**src/logic/lb_cfg.svh**
```systemverilog
// ----------------------------------------
// Board control constants
// ----------------------------------------
`ifndef LB_CFG_SVH
`define LB_CFG_SVH

// Bus and field widths
`define LB_ADDR_W        24
`define LB_DATA_W        32
`define LB_CAT_W         4
`define LB_COUNT_W       20
`define LB_DUTY_W        8
`define LB_MISC_W        8
`define LB_FAULT_W       16

// PWM counter, 1024 cycles per period
`define LB_LED_CW        10

// Mirror memory geometry
`define LB_MIRROR_AW     5
`define LB_MIRROR_DEPTH  32

// One counter per packet category
`define LB_RX_DEPTH      16

`define LB_MISC_DEFAULT  8'h00

// Address map, page is addr[23:16]
`define LB_PAGE_REGS     8'h00
`define LB_PAGE_RXCNT    8'h03
`define LB_PAGE_DIRECT   8'h05
`define LB_UNMAPPED      32'hdeadbeef

// Identification words
`define LB_HELLO0        "Hell"
`define LB_HELLO1        "o wo"
`define LB_HELLO2        "rld!"
`define LB_HELLO3        "(::)"

`endif

```
**src/logic/lb_pkg.sv**
```systemverilog
// ----------------------------------------
// Local bus types
// ----------------------------------------
`default_nettype none

`include "lb_cfg.svh"

package lb_pkg;

	// Host side of the bus
	typedef logic [`LB_ADDR_W-1:0] lb_addr_t;
	typedef logic [`LB_DATA_W-1:0] lb_data_t;

	// Receive statistics
	typedef logic [`LB_CAT_W-1:0]   rx_cat_t;
	typedef logic [`LB_COUNT_W-1:0] rx_count_t;

	// Direct-write settings
	typedef logic [`LB_DUTY_W-1:0] duty_t;
	typedef logic [`LB_MISC_W-1:0] misc_cfg_t;

	// Word index into the mirror
	typedef logic [`LB_MIRROR_AW-1:0] mirror_addr_t;

endpackage

`default_nettype wire

```
**src/logic/lb_if.sv**
```systemverilog
// ----------------------------------------
// Local bus interface
// ----------------------------------------
`timescale 1ns/10ps
`default_nettype none

interface lb_if;

	// Host request, straight from the top ports
	lb_pkg::lb_addr_t addr;
	logic             strobe;
	logic             rd;
	lb_pkg::lb_data_t wdata;

	// Write into the direct page, decoded in the core
	logic             local_write;

	// Register core
	modport core (
		input  addr,
		input  strobe,
		input  rd,
		input  wdata,
		output local_write
	);

	// Mirror memory only sees writes and the address
	modport mirror (
		input  addr,
		input  wdata,
		input  local_write
	);

endinterface

`default_nettype wire

```
**src/logic/rx_category_counter.sv**
```systemverilog
// ----------------------------------------
// Packet category counters
// ----------------------------------------
`timescale 1ns/10ps
`default_nettype none

`include "lb_cfg.svh"

module rx_category_counter (
	input  wire               clk,
	input  wire               rst_n,
	input  wire               inc,
	input  lb_pkg::rx_cat_t   cat,
	input  lb_pkg::rx_cat_t   read_addr,
	output lb_pkg::rx_count_t read_data
);

	// One counter per category
	lb_pkg::rx_count_t counts [`LB_RX_DEPTH];

	// ----------------------------------------
	// Increment side
	// ----------------------------------------
	// Wraps at all ones, no saturation
	always_ff @(posedge clk or negedge rst_n) begin
		if (!rst_n) begin
			for (int i = 0; i < `LB_RX_DEPTH; i++) begin
				counts[i] <= '0;
			end
		end else if (inc) begin
			counts[cat] <= counts[cat] + 1'b1;
		end
	end

	// ----------------------------------------
	// Read side
	// ----------------------------------------
	// Registered every cycle, lands in read stage 1
	always_ff @(posedge clk or negedge rst_n) begin
		if (!rst_n) begin
			read_data <= '0;
		end else begin
			read_data <= counts[read_addr];
		end
	end

	// Category must be valid on every counted packet
	a_cat_known: assert property (
		@(posedge clk) disable iff (!rst_n)
		inc |-> !$isunknown(cat)
	);

endmodule

`default_nettype wire

```
**src/logic/mirror_ram.sv**
```systemverilog
// ----------------------------------------
// Direct-write mirror memory
// ----------------------------------------
`timescale 1ns/10ps
`default_nettype none

`include "lb_cfg.svh"

module mirror_ram (
	input  wire              clk,
	lb_if.mirror             bus,
	output lb_pkg::lb_data_t rdata
);

	// Storage, contents are undefined until written
	lb_pkg::lb_data_t mem [`LB_MIRROR_DEPTH];

	// Both ports share the low address bits
	lb_pkg::mirror_addr_t word_addr;

	assign word_addr = bus.addr[`LB_MIRROR_AW-1:0];

	// Write port
	// Every direct write is echoed here
	always_ff @(posedge clk) begin
		if (bus.local_write) begin
			mem[word_addr] <= bus.wdata;
		end
	end

	// Read port
	// Follows addr each cycle, core picks it up in stage 2
	always_ff @(posedge clk) begin
		rdata <= mem[word_addr];
	end

endmodule

`default_nettype wire

```
**src/logic/led_pwm.sv**
```systemverilog
// ----------------------------------------
// LED PWM and uptime
// ----------------------------------------
`timescale 1ns/10ps
`default_nettype none

`include "lb_cfg.svh"

module led_pwm (
	input  wire              clk,
	input  wire              rst_n,
	input  lb_pkg::duty_t    duty1,
	input  lb_pkg::duty_t    duty2,
	output logic             led1,
	output logic             led2,
	output lb_pkg::lb_data_t uptime
);

	// Free-running phase counter
	logic [`LB_LED_CW-1:0] led_cc;
	// Carry out, one pulse per wrap
	logic                  led_tick;

	always_ff @(posedge clk or negedge rst_n) begin
		if (!rst_n) begin
			led_cc   <= '0;
			led_tick <= 1'b0;
		end else begin
			{led_tick, led_cc} <= {1'b0, led_cc} + 1'b1;
		end
	end

	// ----------------------------------------
	// Duty comparators
	// ----------------------------------------
	// High for 4*duty counts of each period
	always_ff @(posedge clk or negedge rst_n) begin
		if (!rst_n) begin
			led1 <= 1'b0;
			led2 <= 1'b0;
		end else begin
			led1 <= led_cc < {duty1, 2'b00};
			led2 <= led_cc < {duty2, 2'b00};
		end
	end

	// Uptime in PWM periods
	always_ff @(posedge clk or negedge rst_n) begin
		if (!rst_n) begin
			uptime <= '0;
		end else if (led_tick) begin
			uptime <= uptime + 1'b1;
		end
	end

endmodule

`default_nettype wire

```
**src/logic/lb_regs.sv**
```systemverilog
// ----------------------------------------
// Local bus register core
// ----------------------------------------
`timescale 1ns/10ps
`default_nettype none

`include "lb_cfg.svh"

module lb_regs (
	input  wire               clk,
	input  wire               rst_n,
	lb_if.core                bus,
	input  wire               fault,
	input  wire [1:0]         rx_buf_status,
	input  lb_pkg::rx_count_t rx_count,
	input  lb_pkg::lb_data_t  mirror_data,
	input  lb_pkg::lb_data_t  uptime,
	output lb_pkg::duty_t     led1_duty,
	output lb_pkg::duty_t     led2_duty,
	output lb_pkg::misc_cfg_t misc_cfg,
	output logic              led_user_mode,
	output lb_pkg::lb_data_t  data_in
);

	// Read request this cycle
	logic do_rd;
	// Direct-write offset
	logic [4:0] wr_offset;

	// Status kept here
	logic [`LB_FAULT_W-1:0] fault_count;
	logic [1:0]             rx_buf_status_r;

	// Pipeline state
	lb_pkg::lb_addr_t addr_r;
	logic             do_rd_r;
	lb_pkg::lb_data_t reg_bank_0;

	assign do_rd     = bus.strobe & bus.rd;
	assign wr_offset = bus.addr[4:0];

	// Writes only land in the direct page
	assign bus.local_write = bus.strobe & ~bus.rd &
		(bus.addr[23:16] == `LB_PAGE_DIRECT);

	// ----------------------------------------
	// Direct-write registers
	// ----------------------------------------
	always_ff @(posedge clk or negedge rst_n) begin
		if (!rst_n) begin
			led_user_mode <= 1'b0;
			led1_duty     <= '0;
			led2_duty     <= '0;
			misc_cfg      <= `LB_MISC_DEFAULT;
		end else if (bus.local_write) begin
			case (wr_offset)
				5'd1: led_user_mode <= bus.wdata[0];
				5'd2: led1_duty     <= bus.wdata[`LB_DUTY_W-1:0];
				5'd3: led2_duty     <= bus.wdata[`LB_DUTY_W-1:0];
				5'd4: misc_cfg      <= bus.wdata[`LB_MISC_W-1:0];
				default: ;
			endcase
		end
	end

	// Fault counter
	// Clear by write wins over a fault in the same cycle
	always_ff @(posedge clk or negedge rst_n) begin
		if (!rst_n) begin
			fault_count <= '0;
		end else if (bus.local_write && wr_offset == 5'd5) begin
			fault_count <= '0;
		end else if (fault) begin
			fault_count <= fault_count + 1'b1;
		end
	end

	// Buffer status into the clk domain
	always_ff @(posedge clk or negedge rst_n) begin
		if (!rst_n) begin
			rx_buf_status_r <= '0;
		end else begin
			rx_buf_status_r <= rx_buf_status;
		end
	end

	// ----------------------------------------
	// Read stage 1
	// ----------------------------------------
	// Counter and mirror words register in their own modules
	always_ff @(posedge clk or negedge rst_n) begin
		if (!rst_n) begin
			addr_r  <= '0;
			do_rd_r <= 1'b0;
		end else begin
			addr_r  <= bus.addr;
			do_rd_r <= do_rd;
		end
	end

	// Register bank 0
	always_ff @(posedge clk or negedge rst_n) begin
		if (!rst_n) begin
			reg_bank_0 <= '0;
		end else if (do_rd) begin
			case (bus.addr[3:0])
				4'h0: reg_bank_0 <= `LB_HELLO0;
				4'h1: reg_bank_0 <= `LB_HELLO1;
				4'h2: reg_bank_0 <= `LB_HELLO2;
				4'h3: reg_bank_0 <= `LB_HELLO3;
				4'h4: reg_bank_0 <= lb_pkg::lb_data_t'(fault_count);
				4'h6: reg_bank_0 <= lb_pkg::lb_data_t'(rx_buf_status_r);
				4'h8: reg_bank_0 <= uptime;
				default: reg_bank_0 <= `LB_UNMAPPED;
			endcase
		end
	end

	// ----------------------------------------
	// Read stage 2
	// ----------------------------------------
	// Page select, result holds until the next read
	always_ff @(posedge clk or negedge rst_n) begin
		if (!rst_n) begin
			data_in <= '0;
		end else if (do_rd_r) begin
			case (addr_r[23:16])
				`LB_PAGE_REGS:   data_in <= reg_bank_0;
				`LB_PAGE_RXCNT:  data_in <= lb_pkg::lb_data_t'(rx_count);
				`LB_PAGE_DIRECT: data_in <= mirror_data;
				default:         data_in <= `LB_UNMAPPED;
			endcase
		end
	end

	// Host must hold strobe at a defined level
	a_strobe_known: assert property (
		@(posedge clk) disable iff (!rst_n)
		!$isunknown(bus.strobe)
	);

endmodule

`default_nettype wire

```
**src/logic/board_ctrl_top.sv**
```systemverilog
// ----------------------------------------
// Board housekeeping top
// ----------------------------------------
`timescale 1ns/10ps
`default_nettype none

`include "lb_cfg.svh"

module board_ctrl_top (
	input  wire               clk,
	input  wire               rst_n,
	// Host bus
	input  lb_pkg::lb_addr_t  addr,
	input  wire               strobe,
	input  wire               rd,
	input  lb_pkg::lb_data_t  wdata,
	output lb_pkg::lb_data_t  data_in,
	// Status inputs
	input  wire               fault,
	input  wire               rx_inc,
	input  lb_pkg::rx_cat_t   rx_cat,
	input  wire [1:0]         rx_buf_status,
	// Board outputs
	output logic              led_user_mode,
	output logic              led1,
	output logic              led2,
	output logic              cfg_d02,
	output logic              mmc_int,
	output logic              allow_mmc_eth_config,
	output logic              zest_pwr_en,
	output logic [3:0]        ext_config
);

	lb_if bus ();

	lb_pkg::rx_count_t rx_count;
	lb_pkg::lb_data_t  mirror_data;
	lb_pkg::lb_data_t  uptime;
	lb_pkg::duty_t     led1_duty;
	lb_pkg::duty_t     led2_duty;
	lb_pkg::misc_cfg_t misc_cfg;

	// Plain ports onto the interface
	assign bus.addr   = addr;
	assign bus.strobe = strobe;
	assign bus.rd     = rd;
	assign bus.wdata  = wdata;

	// Misc byte fans out to the board pins
	assign cfg_d02              = misc_cfg[0];
	assign mmc_int              = misc_cfg[1];
	assign allow_mmc_eth_config = misc_cfg[2];
	assign zest_pwr_en          = misc_cfg[3];
	assign ext_config           = misc_cfg[7:4];

	lb_regs lb_regs_i (
		.clk           (clk),
		.rst_n         (rst_n),
		.bus           (bus.core),
		.fault         (fault),
		.rx_buf_status (rx_buf_status),
		.rx_count      (rx_count),
		.mirror_data   (mirror_data),
		.uptime        (uptime),
		.led1_duty     (led1_duty),
		.led2_duty     (led2_duty),
		.misc_cfg      (misc_cfg),
		.led_user_mode (led_user_mode),
		.data_in       (data_in)
	);

	// Counter read index is the low address nibble
	rx_category_counter rx_category_counter_i (
		.clk       (clk),
		.rst_n     (rst_n),
		.inc       (rx_inc),
		.cat       (rx_cat),
		.read_addr (bus.addr[`LB_CAT_W-1:0]),
		.read_data (rx_count)
	);

	mirror_ram mirror_ram_i (
		.clk   (clk),
		.bus   (bus.mirror),
		.rdata (mirror_data)
	);

	led_pwm led_pwm_i (
		.clk    (clk),
		.rst_n  (rst_n),
		.duty1  (led1_duty),
		.duty2  (led2_duty),
		.led1   (led1),
		.led2   (led2),
		.uptime (uptime)
	);

endmodule

`default_nettype wire

```
**config.mk**
```make
export PLATFORM = sky130hd
export DESIGN_NAME = board_ctrl_top
export DESIGN_NICKNAME = d
export VERILOG_FILES = /design/src/logic/lb_pkg.sv /design/src/logic/lb_if.sv /design/src/logic/rx_category_counter.sv /design/src/logic/mirror_ram.sv /design/src/logic/led_pwm.sv /design/src/logic/lb_regs.sv /design/src/logic/board_ctrl_top.sv
export VERILOG_INCLUDE_DIRS = /design/src /design/src/logic
export SDC_FILE = /design/constraint.sdc
export NUM_CORES = 2
export LEC_CHECK = 0
export BUFFER_PORTS_ARGS = -buffer_cell sky130_fd_sc_hd__clkbuf_2
export CAP_MARGIN = 0
export CORE_MARGIN = 4
export CORE_UTILIZATION = 40
export DETAILED_ROUTE_END_ITERATION = 10
export PLACE_DENSITY_LB_ADDON = 0.1
export SETUP_SLACK_MARGIN = 0.3
export SYNTH_ARGS = -nofsm -noshare
export SYNTH_HDL_FRONTEND = slang
export SYNTH_SLANG_ARGS = --single-unit
export TNS_END_PERCENT = 10
```
**constraint.sdc**
```tcl
create_clock -name clk -period 3.7 [get_ports clk]
set_input_delay 0.185 -clock clk [delete_from_list [all_inputs] [get_ports clk]]
set_output_delay 0.185 -clock clk [all_outputs]
set_load 0.02 [all_outputs]
```
* Word-level counts from Yosys, hierarchy flattened
Memories as Yosys holds them, arrays and structs flattened. A register that Yosys moved wholly into a read port is not among the register bits. Index checks and enable logic that the tools add are counted.
Word-level totals: register bits after elaboration 517, memory bits (writable) 1024, output and inout bits 43, memories 1
Cells by class: $add $sub $neg 4, $lt $le $gt $ge 5, eq/ne operators 14, multiplexer cells 15, bitwise gates (word level) 6, reduce and logical (&&, ||, !) cells 9
Memory list:
- mirror_ram_i.mem | words 32, width 32, read ports 1, clocked after memory_dff 1, wr ports 1, line mirror_ram.sv:16 | lb_pkg::lb_data_t mem [`LB_MIRROR_DEPTH];
Operators with widths (number):
- bitwise mux 320 bit | 1
- one-hot mux 32 bit (7 select lines) | 1
- binary-select mux 20 bit (select 4 bit) | 2
- 2-to-1 mux 20 bit | 5
- one-hot mux 32 bit (3 select lines) | 1
- demux 20 bit (select 4 bit) | 1
- adder 32 x 1 -> 32 bit (second input constant) | 1
- 2-to-1 mux 16 bit | 2
- adder 20 x 1 -> 20 bit (second input constant) | 1
- < comparator 10 bit | 2
- adder 16 x 1 -> 16 bit (second input constant) | 1
- == test 8 x 3 -> 1 bit (second input constant) | 2
- adder 10 x 1 -> 11 bit (second input constant) | 1
- == test 5 x 2 -> 1 bit (second input constant) | 2
- == test 5 x 3 -> 1 bit (second input constant) | 2
- >= comparator 5 bit (second input constant) | 2
- inverter 4 -> 5 bit | 2
- == test 4 x 2 -> 1 bit (second input constant) | 2
- == test 4 x 3 -> 1 bit (second input constant) | 2
- == test 8 x 2 -> 1 bit (second input constant) | 1
- zero test 8 bit | 1
- AND reduction 2 bit | 4
- == test 5 x 1 -> 1 bit (second input constant) | 1
- < comparator 5 x 1 -> 1 bit (second input constant) | 1
- 8 further kinds | 12

* Logic depth before layout (Yosys ltp)
depth in word-level cells 6, depth in mapped cells 14, gate-level depth less buffers 9

* By module
Synthesis repeated with hierarchy kept, for this count alone.
Unflattened totals: cells, all modules 4224, area, all modules 64525.6 um^2
Modules (own cells, without submodules):
- mirror_ram | times used 1, cells each 2107, area each 39741.9 um^2
- rx_category_counter | times used 1, cells each 1411, area each 17284.1 um^2
- lb_regs | times used 1, cells each 511, area each 5292.6 um^2
- led_pwm | times used 1, cells each 195, area each 2207.1 um^2

* Worst setup path before layout
Ideal clock, no wire load.
path kind input -> register, start point input addr[1], end point memory mirror_ram_i.mem[7][0] in the netlist's numbering, enable pin, arrival 4123 ps, required time 3239 ps, slack -884 ps, stages on the path 7, path buffers 5, path through clkbuf_1 clkbuf_1 clkbuf_1 clkbuf_1 buf_1 nand3_1 nor3_1
RTL lines:
- from (decl) | line board_ctrl_top.sv:13 | input lb_pkg::lb_addr_t addr,
- to (decl) | line mirror_ram.sv:16
No word-level cell before the write port.

* Final worst setup path
start point register rx_category_counter_i.counts[121] in the netlist's numbering, end point register rx_category_counter_i.counts[238] in the netlist's numbering
On the way: cells in the longest elaborated chain, start to end 5
Ends and longest elaborated chain:
- from (decl) | line rx_category_counter.sv:19 | lb_pkg::rx_count_t counts [`LB_RX_DEPTH];
- from (signal, indexed assignment) | line rx_category_counter.sv:31 | counts[cat] <= counts[cat] + 1'b1;
- binary-select mux 20 bit (select 4 bit) | line rx_category_counter.sv:31
- 2-to-1 mux 20 bit (not written as such) (2 in series) | line rx_category_counter.sv:31
- adder 20 x 1 -> 20 bit | line rx_category_counter.sv:31
- bitwise mux 320 bit | line rx_category_counter.sv:31
No other way between the ends. The select of a mux whose other input is x is not followed. A chain may end at the register's enable or synchronous reset.

==> impl_summary.log <==
INFO  metric place.detailed.instances = roughly 5,700
INFO  metric cp_cell_sequence = mux4_2, a22oi_1, nand2_1, ha_1, nand3_2, nor4_1, buf_4, and2_4, xnor2_4, o21ai_0
INFO  metric multi_input_area = 0.0190 mm^2
INFO  metric grt_start_max_net_pins = slightly above 80
INFO  metric cts_max_path_buffers = 3
INFO  metric chipWidth = roughly 410 um
INFO  metric p_leak = about 0.026 uW
INFO  metric grt_setup_unrepaired = no
INFO  metric run_status = finished clean
INFO  metric cp_endpoint_kind = register
INFO  metric port_buffers = between 90 and 100
INFO  metric cp.buffers_inverters = 1
INFO  metric portion_of_the_clock_cycle_consumed_by_the_worst_path_in_the_final_layout = 0.866
INFO  metric timing.critical_path.slowest_cell_delay = 0.87 ns
INFO  metric yosys-top-cells-area = sky130_fd_sc_hd__edfxtp_1 48%, sky130_fd_sc_hd__dfrtp_1 20%, sky130_fd_sc_hd__mux4_2 17%, sky130_fd_sc_hd__nor2_1 1.8%, sky130_fd_sc_hd__a21oi_1 1.7%
INFO  metric grt_use_met3 = 0.0464
INFO  metric vias_in_the_first_global_route = between 30,000 and 40,000
INFO  metric detailed_place_hpwl = 105,000 um
INFO  metric yosysTopAreaCell = sky130_fd_sc_hd__edfxtp_1
INFO  metric antenna_found_initial = 3
INFO  metric gr-usage-met2 = 0.324
INFO  metric cts.clk_slew.worst_paths = about 0.06 ns
INFO  metric drt_first_iter_violations = about 3,000
INFO  metric drt_drc_violations_left = 0
INFO  metric grt_busiest_layer = met2
INFO  metric final.fill_count = between 10,000 and 15,000
INFO  metric routed_wl = 175,000 um
INFO  metric dieHeight = 408 um
INFO  metric max-cap-violations = 0
INFO  metric setup_violations = 0
INFO  metric cts_inserted_buffers = about 170
INFO  metric synth-edff-count = 1,024
INFO  metric worstHoldPathType = in -> reg
INFO  metric critical_path_required_time = between 4 and 5 ns
INFO  metric ioPinCount = between 100 and 150
INFO  metric initial_utilization = 0.403
INFO  metric clock-root-buffer = sky130_fd_sc_hd__clkbuf_16
INFO  metric route.antenna.remaining_nets = 0
INFO  metric critical_path_peak_fanout = 16
INFO  metric final-max-slew-violation-count = 0
INFO  metric placementRows = 146
INFO  metric crit_family = simple AND/OR/NAND/NOR gates
INFO  metric floorplan.die_area = 0.166 mm^2
INFO  metric drt_wl_cell = ~29 um
INFO  metric seq_area = around 0.044 mm^2
INFO  metric finalHoldViolCount = 0
INFO  metric mappedNetlistNets = ~3,700
INFO  metric maxSlewHeadroom = 0.225
INFO  metric tritoncts = yes
INFO  metric yosys_register_bits = between 1,500 and 2,000
INFO  metric grtUsageMet1 = 0.314
INFO  metric synth_area_per_cell = between 15 and 20 um^2
INFO  metric critPathLaunchType = register
INFO  metric worst_clock_skew = around 0.027 ns
INFO  metric synthFlopType = sky130_fd_sc_hd__edfxtp_1
INFO  metric register_area_share_after_synthesis = 0.688
INFO  metric critical-path-slowest-cell = sky130_fd_sc_hd__nor4_1
INFO  metric p_per_area = 573 mW/mm^2
INFO  metric htreeDepth = 4
INFO  metric final.min_clock_period = between 3 and 4 ns
INFO  metric ys_types = 73
INFO  metric floorplan.core_area = approximately 0.16 mm^2
INFO  metric avgViaCountPerCell = approximately 5.6
INFO  metric fin_cells = between 6,000 and 7,000
INFO  metric grt_pass1_wl = ~260,000 um
INFO  metric setup.worst_path.class = reg -> reg
INFO  metric worstPathArrival = around 3.8 ns
INFO  metric post_synth_instance_area = between 0.06 and 0.07 mm^2
INFO  metric global_route.usage.total = 0.213
INFO  metric netlist.area_leader.share = 0.482
INFO  metric worst_skew_pair.late_latency = between 0.8 and 0.9 ns
INFO  metric irDropWorstVdd = between 500 and 600 uV
INFO  metric via_count = 34,300
INFO  metric synthesis.yosys.warnings = 0
INFO  metric synth_cells = around 3,600
INFO  metric fin_nets = 3,985
INFO  metric worst-slew-pin-transition = 1.16 ns
INFO  metric async_sr_flop_fraction = 0.322
INFO  metric totalNegativeSetupSlack = 0 ns
INFO  metric drtPass1Iterations = 5
INFO  metric globalRoute.totalOverflow = 0
INFO  metric total_power = around 43,000 uW
INFO  metric cts.repair.resized = 0
INFO  metric layout-area-overhead-vs-synth = 16.4%
INFO  metric drive_above_1_share = 0.288
INFO  metric max_clock_freq = 0.312 GHz
INFO  metric cts.sinks = between 1,500 and 2,000
INFO  metric place.gp.congestion = 0.783
==> cells by family (layout without fill, tap and decap cells) <==
kind of cell             count (synthesis)  count (layout)  synth area share
flip-flops                            1557            1557             0.688
adder cells (fa/ha/maj)                 18              18           0.00353
multiplexers                           565             565             0.189
buffers and inverters                  272             671            0.0192
AND/OR/NAND/NOR                        652             652            0.0439
XOR/XNOR                                71              71            0.0111
AO/OA/AOI/OAI                          509             509            0.0457
other                                    0               2                 0
==> synth_stat cells (all sizes together), types with 8 or more instances <==
| master | count |
|---|---|
| a21oi | 232 |
| a222oi | 12 |
| a22oi | 55 |
| a31oi | 8 |
| and3 | 16 |
| buf | 87 |
| clkbuf | 156 |
| dfrtp | 501 |
| dfxtp | 32 |
| edfxtp | 1024 |
| ha | 18 |
| inv | 29 |
| mux2 | 59 |
| mux4 | 501 |
| nand2 | 229 |
| nand2b | 10 |
| nand3 | 36 |
| nand4 | 10 |
| nor2 | 307 |
| nor3 | 8 |
| o21ai | 163 |
| xnor2 | 48 |
| xor2 | 23 |
==> per-stage QoR <==
stage,util,area [um^2],hold slack [ns],setup slack (ns)
CTS,0.468,74300,0.000629,0.547
finish,0.469,74300,0.0289,0.495
global placement,0.430,68200,0.262,0.0561
detailed placement,0.430,68200,0.279,0.0714
global route,0.468,74300,0.0577,0.384
floorplan,-,63900,-0.111,0.0145
==> cell type report <==
cell class,instances,area share
sequential,1557,0.591
clock inverter,87,0.0122
tap,2072,0.0349
antenna,2,0.0000674
clock buffer,232,0.0629
timing repair buffer,323,0.0409
inverter,29,0.00160
multi-input combinational,1815,0.256
==> sequential cells by signal, summed over array words and instances, names as in the netlist, 2 cells and up <==
signal,cells
lb_regs_i.fault_count,16
rx_category_counter_i.counts,320
led_pwm_i.uptime,32
lb_regs_i.rx_buf_status_r,2
rx_category_counter_i.read_data,20
mirror_ram_i.mem,1024
lb_regs_i.data_in,32
led_pwm_i.led_cc,10
lb_regs_i.misc_cfg,8
lb_regs_i.led2_duty,8
lb_regs_i.reg_bank_0,32
lb_regs_i.addr_r,8
lb_regs_i.led1_duty,8
mirror_ram_i.rdata,32
==> final timing paths <==
kind                                              startpoint  slack, ns  cells past startpoint                                  end
min                                                wdata[23]       0.03                      1             mirror_ram_i.mem[26][23]
max in group asynchronous                              rst_n       1.37                      4    rx_category_counter_i.counts[117]
min in group asynchronous                              rst_n       0.51                      3  rx_category_counter_i.read_data[18]
max                        rx_category_counter_i.counts[121]       0.50                     10    rx_category_counter_i.counts[238]
max reg2reg                rx_category_counter_i.counts[121]       0.50                     10    rx_category_counter_i.counts[238]
min reg2reg                            mirror_ram_i.rdata[7]       0.46                      2                 lb_regs_i.data_in[7]
==> per-layer routing <==
| metal | share of wire | wire, um |
|---|---|---|
| met4 | 0.021 | 3660 |
| met3 | 0.060 | 10600 |
| met1 | 0.46 | 80300 |
| met2 | 0.46 | 80700 |
| met5 | 0.000074 | 13 |
==> timing repair <==
action / in CTS / in global routing
hold buffers: 47 / 0
hold endpoints to repair: 794 / 0
setup buffers: 0 / 0
==> where the power goes <==
group          internal (uW)  switching [uW]
clock                   9710            7160
sequential             19900            1010
combinational           2380            2400
==> placed cells by master (no fill, tap or decap), types with 42 or more instances in the layout <==
cell type,netlist,routed
sky130_fd_sc_hd__clkbuf_16,0,175
sky130_fd_sc_hd__mux4_2,493,493
sky130_fd_sc_hd__mux2_2,59,59
sky130_fd_sc_hd__dlygate4sd3_1,0,47
sky130_fd_sc_hd__xnor2_1,42,42
sky130_fd_sc_hd__buf_4,4,122
sky130_fd_sc_hd__o21ai_0,152,151
sky130_fd_sc_hd__edfxtp_1,1024,1024
sky130_fd_sc_hd__dfrtp_1,501,500
sky130_fd_sc_hd__nor2_1,307,274
sky130_fd_sc_hd__buf_12,2,56
sky130_fd_sc_hd__a21oi_1,221,221
sky130_fd_sc_hd__a22oi_1,55,55
sky130_fd_sc_hd__clkbuf_1,155,49
sky130_fd_sc_hd__nand2_1,228,227
sky130_fd_sc_hd__clkbuf_2,0,93
No activity file was read; power rests on OpenSTA's default activity.
